**src/design/riscv_isa_pkg.sv**
```systemverilog
// RV32I subset definitions: widths, opcodes, funct codes and ALU operations
`default_nettype none

package riscv_isa_pkg;

    localparam int XLEN       = 32;
    localparam int REG_ADDR_W = 5;

    typedef logic [XLEN-1:0]       word_t;
    typedef logic [31:0]           instr_t;
    typedef logic [REG_ADDR_W-1:0] reg_addr_t;

    // Major opcodes in bits 6:0
    typedef enum logic [6:0] {
        OPC_OP     = 7'b0110011,
        OPC_OP_IMM = 7'b0010011,
        OPC_LUI    = 7'b0110111,
        OPC_LOAD   = 7'b0000011,
        OPC_STORE  = 7'b0100011,
        OPC_BRANCH = 7'b1100011
    } opcode_t;

    // ADD first so that an all-zero control word is harmless
    typedef enum logic [2:0] {
        ALU_ADD,
        ALU_SUB,
        ALU_AND,
        ALU_OR,
        ALU_XOR,
        ALU_SLT,
        ALU_PASS_B
    } alu_op_t;

    localparam logic [2:0] F3_ADD_SUB = 3'b000;
    localparam logic [2:0] F3_SLT     = 3'b010;
    localparam logic [2:0] F3_XOR     = 3'b100;
    localparam logic [2:0] F3_OR      = 3'b110;
    localparam logic [2:0] F3_AND     = 3'b111;
    localparam logic [2:0] F3_LW      = 3'b010;
    localparam logic [2:0] F3_SW      = 3'b010;
    localparam logic [2:0] F3_BEQ     = 3'b000;
    localparam logic [2:0] F3_BNE     = 3'b001;
    localparam logic [6:0] F7_BASE    = 7'b0000000;
    localparam logic [6:0] F7_SUB     = 7'b0100000;

    // addi x0, x0, 0
    localparam instr_t NOP_INSTR = 32'h0000_0013;

endpackage

`default_nettype wire

```
**src/design/riscv_pipe_pkg.sv**
```systemverilog
// Pipeline definitions: stage controls, forwarding selects and pipeline register contents
`default_nettype none

package riscv_pipe_pkg;

    // One per pipeline register and the PC
    typedef enum logic [1:0] {
        ENABLE,
        STALL,
        FLUSH
    } stage_ctrl_t;

    // Operand source for execute
    typedef enum logic [1:0] {
        FWD_NONE,
        FWD_MEM,
        FWD_WB
    } fwd_sel_t;

    // All control structs are zero on reset and then mean no effect
    typedef struct packed {
        riscv_isa_pkg::alu_op_t alu_op;
        logic                   imm_sel;
    } ex_ctrl_t;

    typedef struct packed {
        logic read;
        logic write;
    } mem_ctrl_t;

    typedef struct packed {
        logic wr_en;
        logic mem_to_reg;
    } wb_ctrl_t;

    typedef struct packed {
        riscv_isa_pkg::word_t  pc;
        riscv_isa_pkg::instr_t instr;
    } if_dec_t;

    typedef struct packed {
        ex_ctrl_t                ex;
        mem_ctrl_t               mem;
        wb_ctrl_t                wb;
        riscv_isa_pkg::word_t    imm;
        riscv_isa_pkg::word_t    rs1_value;
        riscv_isa_pkg::word_t    rs2_value;
        riscv_isa_pkg::reg_addr_t rd;
        riscv_isa_pkg::reg_addr_t rs1;
        riscv_isa_pkg::reg_addr_t rs2;
    } dec_ex_t;

    typedef struct packed {
        mem_ctrl_t                mem;
        wb_ctrl_t                 wb;
        riscv_isa_pkg::word_t     alu_result;
        riscv_isa_pkg::word_t     store_data;
        riscv_isa_pkg::reg_addr_t rd;
    } ex_mem_t;

    typedef struct packed {
        wb_ctrl_t                 wb;
        riscv_isa_pkg::word_t     alu_result;
        riscv_isa_pkg::word_t     load_data;
        riscv_isa_pkg::reg_addr_t rd;
    } mem_wb_t;

endpackage

`default_nettype wire

```
**src/design/riscv_regfile_if.sv**
```systemverilog
// Register file link between decode reads and writeback writes
`timescale 1ns/10ps
`default_nettype none

interface riscv_regfile_if;
    import riscv_isa_pkg::*;

    // Read side, driven by decode
    reg_addr_t rs1_addr;
    reg_addr_t rs2_addr;
    word_t     rs1_data;
    word_t     rs2_data;

    // Write side, driven from writeback
    logic      wr_en;
    reg_addr_t wr_addr;
    word_t     wr_data;

    modport decoder (output rs1_addr, rs2_addr, input rs1_data, rs2_data);
    modport storage (input rs1_addr, rs2_addr, wr_en, wr_addr, wr_data,
                     output rs1_data, rs2_data);
    modport writeback (output wr_en, wr_addr, wr_data);

endinterface

`default_nettype wire

```
**src/design/riscv_regfile.sv**
```systemverilog
// Register file with 31 writable registers, two read ports and write-first bypass
`timescale 1ns/10ps
`default_nettype none

module riscv_regfile (
    input  logic                    CLK,
    input  logic                    arst_n,
    riscv_regfile_if.storage        rf
);
    import riscv_isa_pkg::*;

    // x0 has no storage
    word_t regs [1:31];

    always_ff @(posedge CLK or negedge arst_n) begin
        if (!arst_n) begin
            for (int i = 1; i < 32; i++) begin
                regs[i] <= '0;
            end
        end else if (rf.wr_en && rf.wr_addr != '0) begin
            regs[rf.wr_addr] <= rf.wr_data;
        end
    end

    // Write in the same cycle wins, so decode sees the new value
    assign rf.rs1_data = (rf.rs1_addr == '0) ? '0 :
                         (rf.wr_en && rf.wr_addr == rf.rs1_addr) ? rf.wr_data :
                         regs[rf.rs1_addr];

    assign rf.rs2_data = (rf.rs2_addr == '0) ? '0 :
                         (rf.wr_en && rf.wr_addr == rf.rs2_addr) ? rf.wr_data :
                         regs[rf.rs2_addr];

endmodule

`default_nettype wire

```
**src/design/riscv_fetch.sv**
```systemverilog
// Fetch stage program counter with hold, sequential advance and branch redirect
`timescale 1ns/10ps
`default_nettype none

module riscv_fetch (
    input  logic                        CLK,
    input  logic                        arst_n,
    input  riscv_pipe_pkg::stage_ctrl_t pc_ctrl,
    input  logic                        branch_taken,
    input  riscv_isa_pkg::word_t        branch_target,
    output riscv_isa_pkg::word_t        pc
);
    import riscv_pipe_pkg::*;

    always_ff @(posedge CLK or negedge arst_n) begin
        if (!arst_n) begin
            pc <= '0;
        end else if (pc_ctrl != STALL) begin
            // Branch resolved in decode redirects on this edge
            if (branch_taken) begin
                pc <= branch_target;
            end else begin
                pc <= pc + 32'd4;
            end
        end
    end

endmodule

`default_nettype wire

```
**src/design/riscv_decode.sv**
```systemverilog
// Decode stage: control decoding, immediates, operand read and branch resolution
`timescale 1ns/10ps
`default_nettype none

module riscv_decode (
    input  riscv_isa_pkg::instr_t     instr,
    input  riscv_isa_pkg::word_t      pc,
    riscv_regfile_if.decoder          rf,
    input  riscv_isa_pkg::reg_addr_t  fwd_mem_rd,
    input  riscv_isa_pkg::word_t      fwd_mem_value,
    output riscv_pipe_pkg::ex_ctrl_t  ex_ctrl,
    output riscv_pipe_pkg::mem_ctrl_t mem_ctrl,
    output riscv_pipe_pkg::wb_ctrl_t  wb_ctrl,
    output riscv_isa_pkg::word_t      imm,
    output riscv_isa_pkg::word_t      rs1_value,
    output riscv_isa_pkg::word_t      rs2_value,
    output riscv_isa_pkg::reg_addr_t  rd,
    output riscv_isa_pkg::reg_addr_t  rs1,
    output riscv_isa_pkg::reg_addr_t  rs2,
    output logic                      branch_taken,
    output riscv_isa_pkg::word_t      branch_target,
    output logic                      uses_rs2
);
    import riscv_isa_pkg::*;
    import riscv_pipe_pkg::*;

    logic [2:0] funct3;
    logic [6:0] funct7;
    logic       is_beq;
    logic       is_bne;

    assign funct3 = instr[14:12];
    assign funct7 = instr[31:25];
    assign rd     = instr[11:7];
    assign rs1    = instr[19:15];
    assign rs2    = instr[24:20];

    assign rf.rs1_addr = rs1;
    assign rf.rs2_addr = rs2;

    // Memory-stage result overrides the register file
    assign rs1_value = (rs1 != '0 && rs1 == fwd_mem_rd) ? fwd_mem_value : rf.rs1_data;
    assign rs2_value = (rs2 != '0 && rs2 == fwd_mem_rd) ? fwd_mem_value : rf.rs2_data;

    always_comb begin
        ex_ctrl  = '0;
        mem_ctrl = '0;
        wb_ctrl  = '0;
        imm      = '0;
        uses_rs2 = 1'b0;
        is_beq   = 1'b0;
        is_bne   = 1'b0;
        case (opcode_t'(instr[6:0]))
            OPC_OP: begin
                uses_rs2      = 1'b1;
                wb_ctrl.wr_en = 1'b1;
                case ({funct7, funct3})
                    {F7_BASE, F3_ADD_SUB}: ex_ctrl.alu_op = ALU_ADD;
                    {F7_SUB, F3_ADD_SUB}:  ex_ctrl.alu_op = ALU_SUB;
                    {F7_BASE, F3_SLT}:     ex_ctrl.alu_op = ALU_SLT;
                    {F7_BASE, F3_XOR}:     ex_ctrl.alu_op = ALU_XOR;
                    {F7_BASE, F3_OR}:      ex_ctrl.alu_op = ALU_OR;
                    {F7_BASE, F3_AND}:     ex_ctrl.alu_op = ALU_AND;
                    // Unsupported R-type is a no-op
                    default:               wb_ctrl.wr_en  = 1'b0;
                endcase
            end
            OPC_OP_IMM: begin
                ex_ctrl.imm_sel = 1'b1;
                wb_ctrl.wr_en   = 1'b1;
                imm             = {{20{instr[31]}}, instr[31:20]};
                case (funct3)
                    F3_ADD_SUB: ex_ctrl.alu_op = ALU_ADD;
                    F3_XOR:     ex_ctrl.alu_op = ALU_XOR;
                    F3_OR:      ex_ctrl.alu_op = ALU_OR;
                    F3_AND:     ex_ctrl.alu_op = ALU_AND;
                    default:    wb_ctrl.wr_en  = 1'b0;
                endcase
            end
            OPC_LUI: begin
                ex_ctrl.alu_op  = ALU_PASS_B;
                ex_ctrl.imm_sel = 1'b1;
                wb_ctrl.wr_en   = 1'b1;
                imm             = {instr[31:12], 12'b0};
            end
            OPC_LOAD: begin
                if (funct3 == F3_LW) begin
                    ex_ctrl.imm_sel    = 1'b1;
                    mem_ctrl.read      = 1'b1;
                    wb_ctrl.wr_en      = 1'b1;
                    wb_ctrl.mem_to_reg = 1'b1;
                    imm                = {{20{instr[31]}}, instr[31:20]};
                end
            end
            OPC_STORE: begin
                if (funct3 == F3_SW) begin
                    uses_rs2        = 1'b1;
                    ex_ctrl.imm_sel = 1'b1;
                    mem_ctrl.write  = 1'b1;
                    imm             = {{20{instr[31]}}, instr[31:25], instr[11:7]};
                end
            end
            OPC_BRANCH: begin
                uses_rs2 = 1'b1;
                imm      = {{19{instr[31]}}, instr[31], instr[7], instr[30:25],
                            instr[11:8], 1'b0};
                is_beq   = (funct3 == F3_BEQ);
                is_bne   = (funct3 == F3_BNE);
            end
            default: ;
        endcase
    end

    // Branch compare on the forwarded operands
    assign branch_taken  = (is_beq && rs1_value == rs2_value) ||
                           (is_bne && rs1_value != rs2_value);
    assign branch_target = pc + imm;

endmodule

`default_nettype wire

```
**src/design/riscv_hazard_unit.sv**
```systemverilog
// Hazard unit: stage controls for stalls and flushes, and execute forwarding selects
`timescale 1ns/10ps
`default_nettype none

module riscv_hazard_unit (
    input  logic                        en,
    input  logic                        branch_taken,
    input  riscv_isa_pkg::reg_addr_t    dec_rs1,
    input  riscv_isa_pkg::reg_addr_t    dec_rs2,
    input  logic                        dec_uses_rs2,
    input  riscv_isa_pkg::reg_addr_t    ex_rd,
    input  riscv_isa_pkg::reg_addr_t    ex_rs1,
    input  riscv_isa_pkg::reg_addr_t    ex_rs2,
    input  logic                        ex_mem_read,
    input  riscv_isa_pkg::reg_addr_t    mem_rd,
    input  riscv_isa_pkg::reg_addr_t    wb_rd,
    input  logic                        mem_wr_en,
    input  logic                        wb_wr_en,
    output riscv_pipe_pkg::stage_ctrl_t pc_ctrl,
    output riscv_pipe_pkg::stage_ctrl_t if_dec_ctrl,
    output riscv_pipe_pkg::stage_ctrl_t dec_ex_ctrl,
    output riscv_pipe_pkg::stage_ctrl_t ex_mem_ctrl,
    output riscv_pipe_pkg::stage_ctrl_t mem_wb_ctrl,
    output riscv_pipe_pkg::fwd_sel_t    fwd_a,
    output riscv_pipe_pkg::fwd_sel_t    fwd_b
);
    import riscv_isa_pkg::*;
    import riscv_pipe_pkg::*;

    logic load_use;

    // Youngest writer wins, x0 never forwards
    function automatic fwd_sel_t pick_source(reg_addr_t src, reg_addr_t m_rd, logic m_we,
                                             reg_addr_t w_rd, logic w_we);
        if (src != '0 && m_we && m_rd == src) begin
            return FWD_MEM;
        end
        if (src != '0 && w_we && w_rd == src) begin
            return FWD_WB;
        end
        return FWD_NONE;
    endfunction

    // Load in execute feeding decode, branches included
    assign load_use = ex_mem_read && ex_rd != '0 &&
                      (ex_rd == dec_rs1 || (dec_uses_rs2 && ex_rd == dec_rs2));

    always_comb begin
        pc_ctrl     = ENABLE;
        if_dec_ctrl = ENABLE;
        dec_ex_ctrl = ENABLE;
        ex_mem_ctrl = ENABLE;
        mem_wb_ctrl = ENABLE;
        if (!en) begin
            // Whole pipeline frozen
            pc_ctrl     = STALL;
            if_dec_ctrl = STALL;
            dec_ex_ctrl = STALL;
            ex_mem_ctrl = STALL;
            mem_wb_ctrl = STALL;
        end else if (load_use) begin
            // Hold fetch and decode, bubble into execute
            pc_ctrl     = STALL;
            if_dec_ctrl = STALL;
            dec_ex_ctrl = FLUSH;
        end else if (branch_taken) begin
            // Drop the slot fetched behind the branch
            if_dec_ctrl = FLUSH;
        end
    end

    assign fwd_a = pick_source(ex_rs1, mem_rd, mem_wr_en, wb_rd, wb_wr_en);
    assign fwd_b = pick_source(ex_rs2, mem_rd, mem_wr_en, wb_rd, wb_wr_en);

endmodule

`default_nettype wire

```
**src/design/riscv_execute.sv**
```systemverilog
// Execute stage: operand forwarding multiplexers and the ALU
`timescale 1ns/10ps
`default_nettype none

module riscv_execute (
    input  riscv_pipe_pkg::ex_ctrl_t ex_ctrl,
    input  riscv_pipe_pkg::fwd_sel_t fwd_a,
    input  riscv_pipe_pkg::fwd_sel_t fwd_b,
    input  riscv_isa_pkg::word_t     rs1_value,
    input  riscv_isa_pkg::word_t     rs2_value,
    input  riscv_isa_pkg::word_t     imm,
    input  riscv_isa_pkg::word_t     mem_value,
    input  riscv_isa_pkg::word_t     wb_value,
    output riscv_isa_pkg::word_t     alu_result,
    output riscv_isa_pkg::word_t     store_data
);
    import riscv_isa_pkg::*;
    import riscv_pipe_pkg::*;

    word_t op_a;
    word_t op_b;

    function automatic word_t select_operand(fwd_sel_t sel, word_t reg_v,
                                             word_t mem_v, word_t wb_v);
        case (sel)
            FWD_MEM: return mem_v;
            FWD_WB:  return wb_v;
            default: return reg_v;
        endcase
    endfunction

    assign op_a       = select_operand(fwd_a, rs1_value, mem_value, wb_value);
    // Forwarded rs2 also feeds the store data
    assign store_data = select_operand(fwd_b, rs2_value, mem_value, wb_value);
    assign op_b       = ex_ctrl.imm_sel ? imm : store_data;

    always_comb begin
        case (ex_ctrl.alu_op)
            ALU_SUB:    alu_result = op_a - op_b;
            ALU_AND:    alu_result = op_a & op_b;
            ALU_OR:     alu_result = op_a | op_b;
            ALU_XOR:    alu_result = op_a ^ op_b;
            // Signed compare
            ALU_SLT:    alu_result = {{(XLEN-1){1'b0}}, $signed(op_a) < $signed(op_b)};
            ALU_PASS_B: alu_result = op_b;
            default:    alu_result = op_a + op_b;
        endcase
    end

endmodule

`default_nettype wire

```
**src/design/riscv_core.sv**
```systemverilog
// Five-stage RV32I subset core with pipeline registers, hazard control and writeback select
`timescale 1ns/10ps
`default_nettype none

module riscv_core (
    input  logic                  CLK,
    input  logic                  arst_n,
    input  logic                  en,
    output riscv_isa_pkg::word_t  instr_addr,
    input  riscv_isa_pkg::instr_t instr_rdata,
    output riscv_isa_pkg::word_t  data_addr,
    output riscv_isa_pkg::word_t  data_wdata,
    output logic                  data_we,
    output logic                  data_re,
    input  riscv_isa_pkg::word_t  data_rdata
);
    import riscv_isa_pkg::*;
    import riscv_pipe_pkg::*;

    // Pipeline registers
    if_dec_t if_dec;
    dec_ex_t dec_ex;
    ex_mem_t ex_mem;
    mem_wb_t mem_wb;

    stage_ctrl_t pc_ctrl;
    stage_ctrl_t if_dec_ctrl;
    stage_ctrl_t dec_ex_ctrl;
    stage_ctrl_t ex_mem_ctrl;
    stage_ctrl_t mem_wb_ctrl;
    fwd_sel_t    fwd_a;
    fwd_sel_t    fwd_b;

    word_t     pc;
    dec_ex_t   dec_out;
    logic      branch_taken;
    word_t     branch_target;
    logic      uses_rs2;
    word_t     alu_result;
    word_t     store_data;
    word_t     mem_result;
    word_t     wb_value;
    reg_addr_t mem_fwd_rd;

    riscv_regfile_if rf_bus ();

    riscv_fetch u_fetch (
        .CLK           (CLK),
        .arst_n        (arst_n),
        .pc_ctrl       (pc_ctrl),
        .branch_taken  (branch_taken),
        .branch_target (branch_target),
        .pc            (pc)
    );

    assign instr_addr = pc;

    always_ff @(posedge CLK or negedge arst_n) begin
        if (!arst_n) begin
            if_dec <= '{pc: '0, instr: NOP_INSTR};
        end else if (if_dec_ctrl == FLUSH) begin
            if_dec <= '{pc: '0, instr: NOP_INSTR};
        end else if (if_dec_ctrl == ENABLE) begin
            if_dec <= '{pc: pc, instr: instr_rdata};
        end
    end

    // Only a writing instruction in memory may forward to decode
    assign mem_fwd_rd = ex_mem.wb.wr_en ? ex_mem.rd : '0;

    riscv_decode u_decode (
        .instr         (if_dec.instr),
        .pc            (if_dec.pc),
        .rf            (rf_bus.decoder),
        .fwd_mem_rd    (mem_fwd_rd),
        .fwd_mem_value (mem_result),
        .ex_ctrl       (dec_out.ex),
        .mem_ctrl      (dec_out.mem),
        .wb_ctrl       (dec_out.wb),
        .imm           (dec_out.imm),
        .rs1_value     (dec_out.rs1_value),
        .rs2_value     (dec_out.rs2_value),
        .rd            (dec_out.rd),
        .rs1           (dec_out.rs1),
        .rs2           (dec_out.rs2),
        .branch_taken  (branch_taken),
        .branch_target (branch_target),
        .uses_rs2      (uses_rs2)
    );

    riscv_regfile u_regfile (
        .CLK    (CLK),
        .arst_n (arst_n),
        .rf     (rf_bus.storage)
    );

    riscv_hazard_unit u_hazard (
        .en           (en),
        .branch_taken (branch_taken),
        .dec_rs1      (dec_out.rs1),
        .dec_rs2      (dec_out.rs2),
        .dec_uses_rs2 (uses_rs2),
        .ex_rd        (dec_ex.rd),
        .ex_rs1       (dec_ex.rs1),
        .ex_rs2       (dec_ex.rs2),
        .ex_mem_read  (dec_ex.mem.read),
        .mem_rd       (ex_mem.rd),
        .wb_rd        (mem_wb.rd),
        .mem_wr_en    (ex_mem.wb.wr_en),
        .wb_wr_en     (mem_wb.wb.wr_en),
        .pc_ctrl      (pc_ctrl),
        .if_dec_ctrl  (if_dec_ctrl),
        .dec_ex_ctrl  (dec_ex_ctrl),
        .ex_mem_ctrl  (ex_mem_ctrl),
        .mem_wb_ctrl  (mem_wb_ctrl),
        .fwd_a        (fwd_a),
        .fwd_b        (fwd_b)
    );

    always_ff @(posedge CLK or negedge arst_n) begin
        if (!arst_n) begin
            dec_ex <= '0;
        end else if (dec_ex_ctrl == FLUSH) begin
            // Bubble with no write and no memory access
            dec_ex <= '0;
        end else if (dec_ex_ctrl == ENABLE) begin
            dec_ex <= dec_out;
        end
    end

    riscv_execute u_execute (
        .ex_ctrl    (dec_ex.ex),
        .fwd_a      (fwd_a),
        .fwd_b      (fwd_b),
        .rs1_value  (dec_ex.rs1_value),
        .rs2_value  (dec_ex.rs2_value),
        .imm        (dec_ex.imm),
        .mem_value  (mem_result),
        .wb_value   (wb_value),
        .alu_result (alu_result),
        .store_data (store_data)
    );

    always_ff @(posedge CLK or negedge arst_n) begin
        if (!arst_n) begin
            ex_mem <= '0;
        end else if (ex_mem_ctrl == FLUSH) begin
            ex_mem <= '0;
        end else if (ex_mem_ctrl == ENABLE) begin
            ex_mem <= '{mem: dec_ex.mem, wb: dec_ex.wb, alu_result: alu_result,
                        store_data: store_data, rd: dec_ex.rd};
        end
    end

    // Memory stage, strobes frozen with the pipeline
    assign data_addr  = ex_mem.alu_result;
    assign data_wdata = ex_mem.store_data;
    assign data_we    = ex_mem.mem.write & en;
    assign data_re    = ex_mem.mem.read & en;
    // Load data is already valid in this stage
    assign mem_result = ex_mem.mem.read ? data_rdata : ex_mem.alu_result;

    always_ff @(posedge CLK or negedge arst_n) begin
        if (!arst_n) begin
            mem_wb <= '0;
        end else if (mem_wb_ctrl == FLUSH) begin
            mem_wb <= '0;
        end else if (mem_wb_ctrl == ENABLE) begin
            mem_wb <= '{wb: ex_mem.wb, alu_result: ex_mem.alu_result,
                        load_data: data_rdata, rd: ex_mem.rd};
        end
    end

    // Writeback select
    assign wb_value = mem_wb.wb.mem_to_reg ? mem_wb.load_data : mem_wb.alu_result;

    assign rf_bus.wr_en   = mem_wb.wb.wr_en & en;
    assign rf_bus.wr_addr = mem_wb.rd;
    assign rf_bus.wr_data = wb_value;

endmodule

`default_nettype wire

```
**config.mk**
```make
export PLATFORM = sky130hd
export DESIGN_NAME = riscv_core
export DESIGN_NICKNAME = d
export VERILOG_FILES = /design/src/design/riscv_isa_pkg.sv /design/src/design/riscv_pipe_pkg.sv /design/src/design/riscv_regfile_if.sv /design/src/design/riscv_regfile.sv /design/src/design/riscv_fetch.sv /design/src/design/riscv_decode.sv /design/src/design/riscv_hazard_unit.sv /design/src/design/riscv_execute.sv /design/src/design/riscv_core.sv
export SDC_FILE = /design/constraint.sdc
export NUM_CORES = 2
export LEC_CHECK = 0
export BUFFER_PORTS_ARGS = -buffer_cell sky130_fd_sc_hd__clkbuf_2
export CAP_MARGIN = 20
export CORE_MARGIN = 1.5
export CORE_UTILIZATION = 59
export CTS_BUF_LIST = sky130_fd_sc_hd__clkbuf_2 sky130_fd_sc_hd__clkbuf_4 sky130_fd_sc_hd__clkbuf_8
export DETAILED_ROUTE_END_ITERATION = 16
export PLACE_DENSITY = 0.76
export SYNTH_ARGS = -nofsm -noshare
export SYNTH_HDL_FRONTEND = slang
export SYNTH_SLANG_ARGS = --single-unit
```
**constraint.sdc**
```tcl
create_clock -name CLK -period 6.66 [get_ports CLK]
set_clock_uncertainty 0.05 [all_clocks]
set_input_delay 0.333 -clock CLK [delete_from_list [all_inputs] [get_ports CLK]]
set_output_delay 0.333 -clock CLK [all_outputs]
set_load 0.1 [all_outputs]
```
Word level (Yosys, flattened, before mapping)
Cells that the tools add are included.
{ "word_totals": {"wordCells": 231, "inputBits": 67, "output_inout_bits": 98, "reg_bits": 1351} }
{ "classes": {"muxes": 71, "add_sub_neg": 4, "reduce_logical": 42, "bitwise_logic": 9, "order_cmp": 5, "eq_ne": 42} }
{ "op_table": {"columns": ["operator", "count"], "rows": [
  ["$bwmux 992", 1],
  ["$mux 32", 17],
  ["$bmux 32 s5", 2],
  ["$mux 119", 2],
  ["$pmux 32 s6", 1],
  ["$demux 32 s5", 1],
  ["$pmux 32 s5", 1],
  ["$mux 73", 2],
  ["$mux 71", 2],
  ["$mux 64", 2],
  ["$pmux 32 s2", 2],
  ["$add 32x32->32", 2],
  ["$eq 5x5->1", 10],
  ["$add 32x3->32 const B", 1],
  ["$and 32x32->32", 1],
  ["$eq 32x32->1", 1],
  ["$lt 32x32->1", 1],
  ["$ne 32x32->1", 1],
  ["$or 32x32->32", 1],
  ["$sub 32x32->32", 1],
  ["$xor 32x32->32", 1],
  ["$eq 10x3->1 const B", 3],
  ["$mux 2", 15],
  ["$reduce_bool 5->1", 6],
  ["32 further kinds", 96]
]} }

Longest topological paths before layout
{ "logic_depth": {"word_depth": 16, "mapped_depth": 26, "depth_no_buf": 23} }

Modules after synthesis
From an unflattened synthesis, not the netlist that was laid out.
{ "unflattened": {"hier_cells": 6603, "hier_area_um2": 80618.6} }
{ "modules_own_cells": {"columns": ["mod", "n_inst", "cells_each", "area_each_um2", "seq_area_each_um2"], "rows": [
  ["riscv_regfile", 1, 3632, 53654.0, 24823.8],
  ["riscv_core", 1, 878, 12918.6, 8186.6],
  ["riscv_execute", 1, 1224, 7459.7, 0.0],
  ["riscv_decode", 1, 537, 3868.7, 0.0],
  ["riscv_fetch", 1, 271, 2218.4, 800.8],
  ["riscv_hazard_unit", 1, 61, 499.2, 0.0]
]} }

Worst setup path before layout
Ideal clock, no wire load.
{ "synth_path": {"kind": "flip-flop to flip-flop", "from": "register ex_mem[2] (netlist bit)", "to": "register ex_mem, in the netlist data_addr[26]", "required_time_ns": 6.475, "path_buffers": 4, "path_slack_ns": 1.173, "synth_period_minus_slack_ns": 5.487, "setup_time_ns": 0.135, "path_stages_with_launch": 22, "arrival_time_ns": 5.302, "path_cell_list": "dfrtp_1 -> clkbuf_1 -> xnor2_1 -> nand4_1 -> nor4_1 -> clkbuf_1 -> clkbuf_1 -> mux2i_1 -> mux2_2 -> inv_1 -> ha_1 -> clkbuf_1 -> nand2b_1 -> a21oi_1 -> o21bai_1 -> a2111o_1 -> a31o_2 -> o311ai_0 -> a311oi_1 -> a221o_1 -> a222oi_1 -> a21oi_1"} }
{ "synth_between": {"elab_chain_cells": 11, "word_cells_on_any_way": 23, "cone_classes": "2 x add/sub; 6 x eq/ne; 10 x mux; 3 x bitwise; 2 x reduce/logical"} }
{ "synth_lines": {"columns": ["item", "line", "text"], "rows": [
  ["from (decl)", "riscv_core.sv:23", "ex_mem_t ex_mem;"],
  ["from (signal assigned)", "riscv_core.sv:150", "ex_mem <= '{mem: dec_ex.mem, wb: dec_ex.wb, alu_result: alu_result,"],
  ["$eq 5x5->1", "riscv_hazard_unit.sv:35", "if (src != '0 && m_we && m_rd == src) begin"],
  ["$logic_and 1x1->1", "riscv_hazard_unit.sv:35", null],
  ["$mux 1", "riscv_hazard_unit.sv:35", null],
  ["$mux 2", "riscv_hazard_unit.sv:38", "if (src != '0 && w_we && w_rd == src) begin"],
  ["$eq 2x2->1 or $eq 2x1->1 (tied branches)", "riscv_execute.sv:25", "case (sel)"],
  ["$pmux 32 s2", "riscv_execute.sv:25", null],
  ["$mux 32", "riscv_execute.sv:35", "assign op_b = ex_ctrl.imm_sel ? imm : store_data;"],
  ["$add 32x32->32, or another cell as far along", "riscv_execute.sv:46", "default: alu_result = op_a + op_b;"],
  ["$pmux 32 s6 (*)", "riscv_execute.sv:38", "case (ex_ctrl.alu_op)"],
  ["$mux 73 (*)", "riscv_core.sv:149", "end else if (ex_mem_ctrl == ENABLE) begin"],
  ["$mux 73 (*)", "riscv_core.sv:147", "end else if (ex_mem_ctrl == FLUSH) begin"]
]} }
Mark *: on every way between the ends. The rest lies on a longest branch, timed or not. The select of a mux whose other input is x is not followed.
A chain may end at the register's enable or synchronous reset.

Worst setup path after layout
{ "layout_path": {"from": "register mem_wb, in the netlist rf_bus.wr_addr[3]", "to": "register ex_mem, in the netlist data_addr[31]"} }
{ "layout_between": {"elab_chain_cells": 13, "word_cells_on_any_way": 29, "cone_classes": "2 x add/sub; 6 x eq/ne; 16 x mux; 3 x bitwise; 2 x reduce/logical"} }
{ "layout_lines": {"columns": ["item", "line", "text"], "rows": [
  ["from (decl)", "riscv_core.sv:24", "mem_wb_t mem_wb;"],
  ["from (signal assigned)", "riscv_core.sv:169", "mem_wb <= '{wb: ex_mem.wb, alu_result: ex_mem.alu_result,"],
  ["$eq 5x5->1", "riscv_hazard_unit.sv:38", null],
  ["$logic_and 1x1->1", "riscv_hazard_unit.sv:38", null],
  ["$mux 1 (2 in a row)", "riscv_hazard_unit.sv:38", null],
  ["$mux 2", "riscv_hazard_unit.sv:41", "return FWD_NONE;"],
  ["$mux 2", "riscv_hazard_unit.sv:38", null],
  ["$eq 2x2->1 or $eq 2x1->1 (tied branches)", "riscv_execute.sv:25", null],
  ["$pmux 32 s2", "riscv_execute.sv:25", null],
  ["$mux 32", "riscv_execute.sv:35", null],
  ["$add 32x32->32, or another cell as far along", "riscv_execute.sv:46", null],
  ["$pmux 32 s6 (*)", "riscv_execute.sv:38", null],
  ["$mux 73 (*)", "riscv_core.sv:149", null],
  ["$mux 73 (*)", "riscv_core.sv:147", null]
]} }
Marked as above.

==> out/results.txt <==
End point of the most critical hold path: mem_wb[34]. The top fanout value on the critical path is 64. The cell area that synthesis handed to floorplanning was 0.0772 mm^2. Synthesis produced 7732 cells. For the largest net degree at the start of global routing, the log shows 189.

The cell with the largest stage delay on the worst path is dfrtp_1. Yosys printed 0 warnings. The logs give 3 for the largest buffer count on any clock path and 0 for the total DRC errors in the routed layout.

The clock transition at the registers of the reported paths is 0.07 ns. The max-capacitance violation count is 0, and the fraction of synthesized cell area taken by the top area cell type is 0.436. Counting every sink on the clock net gives 1349.

For this block, the routed nets add up to 289 mm of wire. After synthesis, the largest family of logic cells by area is multiplexers. The signal on the critical path passes through xnor2_1, nand4_1, nor4_2, buf_12, o21ai_0, o21ai_0, mux2_2, inv_1, ha_1, nand2b_1, a21oi_1, o21bai_1, a211oi_1, a21oi_1, o31ai_1, a21oi_1, o41ai_1, a21o_1, a21boi_0, o31ai_1, mux2i_1, a211oi_1. For this run the aggregate overflow at the end of global routing stands at 0. Derived from the worst setup path, the maximum achievable clock frequency is 166 MHz. The die covers 0.133 mm^2.

The end of the worst register-to-register path is data_addr[31]. The starting density of the core came out at 0.596. Dividing the detail-routed wire length by the instance count gives 30.0 um. For this block, the initial DRC count from the detailed router was 10.0k. The power density over the cells was 279 mW/mm^2; the data required time at the worst endpoint was 7.55 ns.

The fraction of layout instances using a drive strength above 1 works out to 0.200. The simple-gate portion of the synthesized area is 0.117. STA classifies the critical path endpoint as a flop. The worst hold path was traced through 3 stages. The cell that appears most often on the critical path is a21oi_1. The worst register-to-register path has a depth of 22.

The headroom to the max-slew limit is 0.0353, and the arithmetic-cell share of the synthesized area counting full adders, half adders and majority gates is 0.0217. TritonCTS built the clock tree. Xor and xnor fraction of the mapped netlist area: 0.0142. Fraction of registers with async set or reset after synthesis: 1.00. Number of enable-type register cells in the synthesized netlist: 0. Vertical die dimension: 365 um. Data arrives at the worst endpoint at 6.91 ns. Share of synthesized area occupied by flip-flops and latches: 0.437.

The post-synthesis area per instance is 9.99 um^2, and the floorplan row count is 132. The first global-routing pass estimated 426 mm of wire. The mux share of post-synthesis cell area was 0.184; the clock period minus final worst setup slack was 6.02 ns. The total area inside the core boundary comes to 0.130 mm^2.

The weighted congestion reported at the end of routability-driven placement came out at 0.981. The cell sitting at the root of the clock tree is a clkbuf_8. The number of buffers added by the clock tree synthesis step came out at 221. Counting the fill cells in the layout gives 9972. The number of port buffers works out to 164. The post-route clock period utilization was 0.904; the count of instances resized after the clock tree is built was 0. The area growth from synthesis to layout is 10.8%.

The latest clock arrival within the worst-skew pair came out at 1.07 ns. The hold path startpoint was data_rdata[29]. The placed wire-length estimate came out at 185 mm. The die is 365 um wide.

Setup repair after global routing left no endpoint under its margin. In the routed layout, each cell is associated on average with a via count of 7.00. On the worst path, the slowest cell contributes a delay of 0.65 ns. The net count of the finished layout was 7897. The run gives 0 as the final-report max-slew violation count. The count of nets left with antenna violations once routing finished came out at 0. The worst-case setup slack after placement came out at 0.740 ns. For the final routed database, the setup TNS stands at 0 ns.

The number of global-route vias before repair came out at 65.4k. For this design the top-level I/O count stands at 165. The H-tree was split into 4 levels. Iteration count of the initial detailed-routing pass: 7.

The run gives 0 as the number of failing hold endpoints at the final stage. The register bit count reported by yosys was 1349; the worst path setup slack after routing was 0.638 ns. After synthesis, the netlist uses 92 different library cells.

Sorting the synthesized cells by area gives the leading types as dfrtp_1 44%, mux4_2 13%, a21oi_1 5.4%, nor2_1 4.7%, o21ai_0 4.2%. The startpoint identified for the worst register-to-register timing path is rf_bus.wr_addr[3]. Summing internal, switching and leakage power gives 23.9 mW. The worst setup path is launched from a flop. In this run the static leakage power is 37.5 nW. The slack of the worst reg-to-reg path came out at 0.64 ns.

For this block, the via count after detailed routing is 67.5k. The synthesized design spends more area on one cell type than any other, namely dfrtp_1. The path class of the tightest hold or removal check is in2reg. The critical path in this run is classified as reg2reg. Yosys instantiated no cell more often than dfrtp_1. The synthesized net count is 7931.

After synthesis, the most frequently instantiated cells are 1346 x dfrtp_1, 969 x nor2_1, 827 x a21oi_1, 788 x nand2_1, 647 x o21ai_0. The flow ran to the end, and the final reports show no timing, DRC or antenna violations. Compound-cell area share of the yosys netlist: 0.173. For the pin with the worst max-slew slack, the measured transition is 1.44 ns. Global-route total usage across every layer: 0.435.

Setup violations remaining at the end of the flow were counted as 0. Prevailing post-synth register cell: dfrtp_1. VDD sags by at most 0.000228 V. The number of antenna violations at the first check in global routing is 14.
stage by stage:
stage	std cells	hold slack (ns)	utilization	area, um^2
2_1_floorplan	7732	-0.0126	-	77200
3_5_place_dp	9144	0.348	0.615	79700
4_1_cts	9622	0.000651	0.660	85500
5_1_grt	9625	0.0308	0.660	85500
6_report	9636	0.0160	0.660	85600
3_3_place_gp	9144	0.341	0.615	79700
placed cells by master (no fill, tap or decap), drive strengths merged, types with 161 or more instances in the layout:
master,n
mux2i,265
dfrtp,1346
clkbuf,511
buf,273
o21ai,658
mux2,161
mux4,434
a21oi,827
nand2,788
nor2,971
critical path, delay by kind of cell (launching register included):
kind / cells / cell delay, ns
compound gates: 13 / 3.22
flops: 1 / 0.65
simple gates: 3 / 0.58
mux: 2 / 0.50
buf+inv: 2 / 0.37
fa+ha+maj: 1 / 0.30
xor+xnor: 1 / 0.19
flip-flops by register name, summed over array words and instances (netlist names):
signal,flops
dec_ex,118
if_dec,64
ex_mem,8
u_regfile.regs,992
data_wdata,32
rf_bus.wr_addr,5
u_fetch.pc,32
data_addr,32
mem_wb,66
report_power, final:
part           leakage, nW  total, mW  switching (mW)  internal [mW]
Combinational         16.5       6.19            4.34           1.85
Clock                 2.67       8.28            3.67           4.60
Sequential            18.3       9.41           0.677           8.74
Total                 37.5       23.9            8.69           15.2
repair_timing:
| item | in CTS | in global routing |
|---|---|---|
| hold buffers | 71 | 0 |
| setup endpoints to repair | 0 | 0 |
| setup buffers | 0 | 0 |
| hold endpoints to repair | 280 | 0 |
worst max-delay path by stage:
stage | end | slack (ns) | from | depth (start not counted)
after floorplan | data_addr[26] | 1.17 | ex_mem[2] | 21
after global placement | data_addr[31] | 0.85 | rf_bus.wr_addr[3] | 23
after detailed placement | data_addr[31] | 0.74 | rf_bus.wr_addr[3] | 23
after CTS | data_addr[31] | 0.73 | rf_bus.wr_addr[3] | 23
after global routing | u_fetch.pc[31] | 0.17 | if_dec[0] | 23
final | data_addr[31] | 0.64 | rf_bus.wr_addr[3] | 22
logic make-up after synthesis:
logic type                 Yosys count
adders and majority gates          132
buffers and inverters              894
muxes                              860
and+or+nand+nor                   2164
AOI/OAI and AO/OA                 2208
xor gates and xnor gates           125
DFF                               1349
per-layer routing:
metal	wire, um	track usage	up-vias
met4	25000	0.316	18
met1	101000	0.540	33056
met3	38400	0.156	1435
li1	-	-	27899
met5	316	0.00871	-
met2	124000	0.630	5090
layout make-up:
class,count,area [um^2],share of cell area
multi-input combinational,5489,40100,0.468
sequential,1349,33800,0.395
clock buffer,347,4360,0.0509
timing repair buffer,507,3950,0.0461
tap,1742,2180,0.0255
clock inverter,60,694,0.00812
inverter,130,490,0.00573
antenna,12,30.0,0.000351
Power figures use the tool's default switching activity.
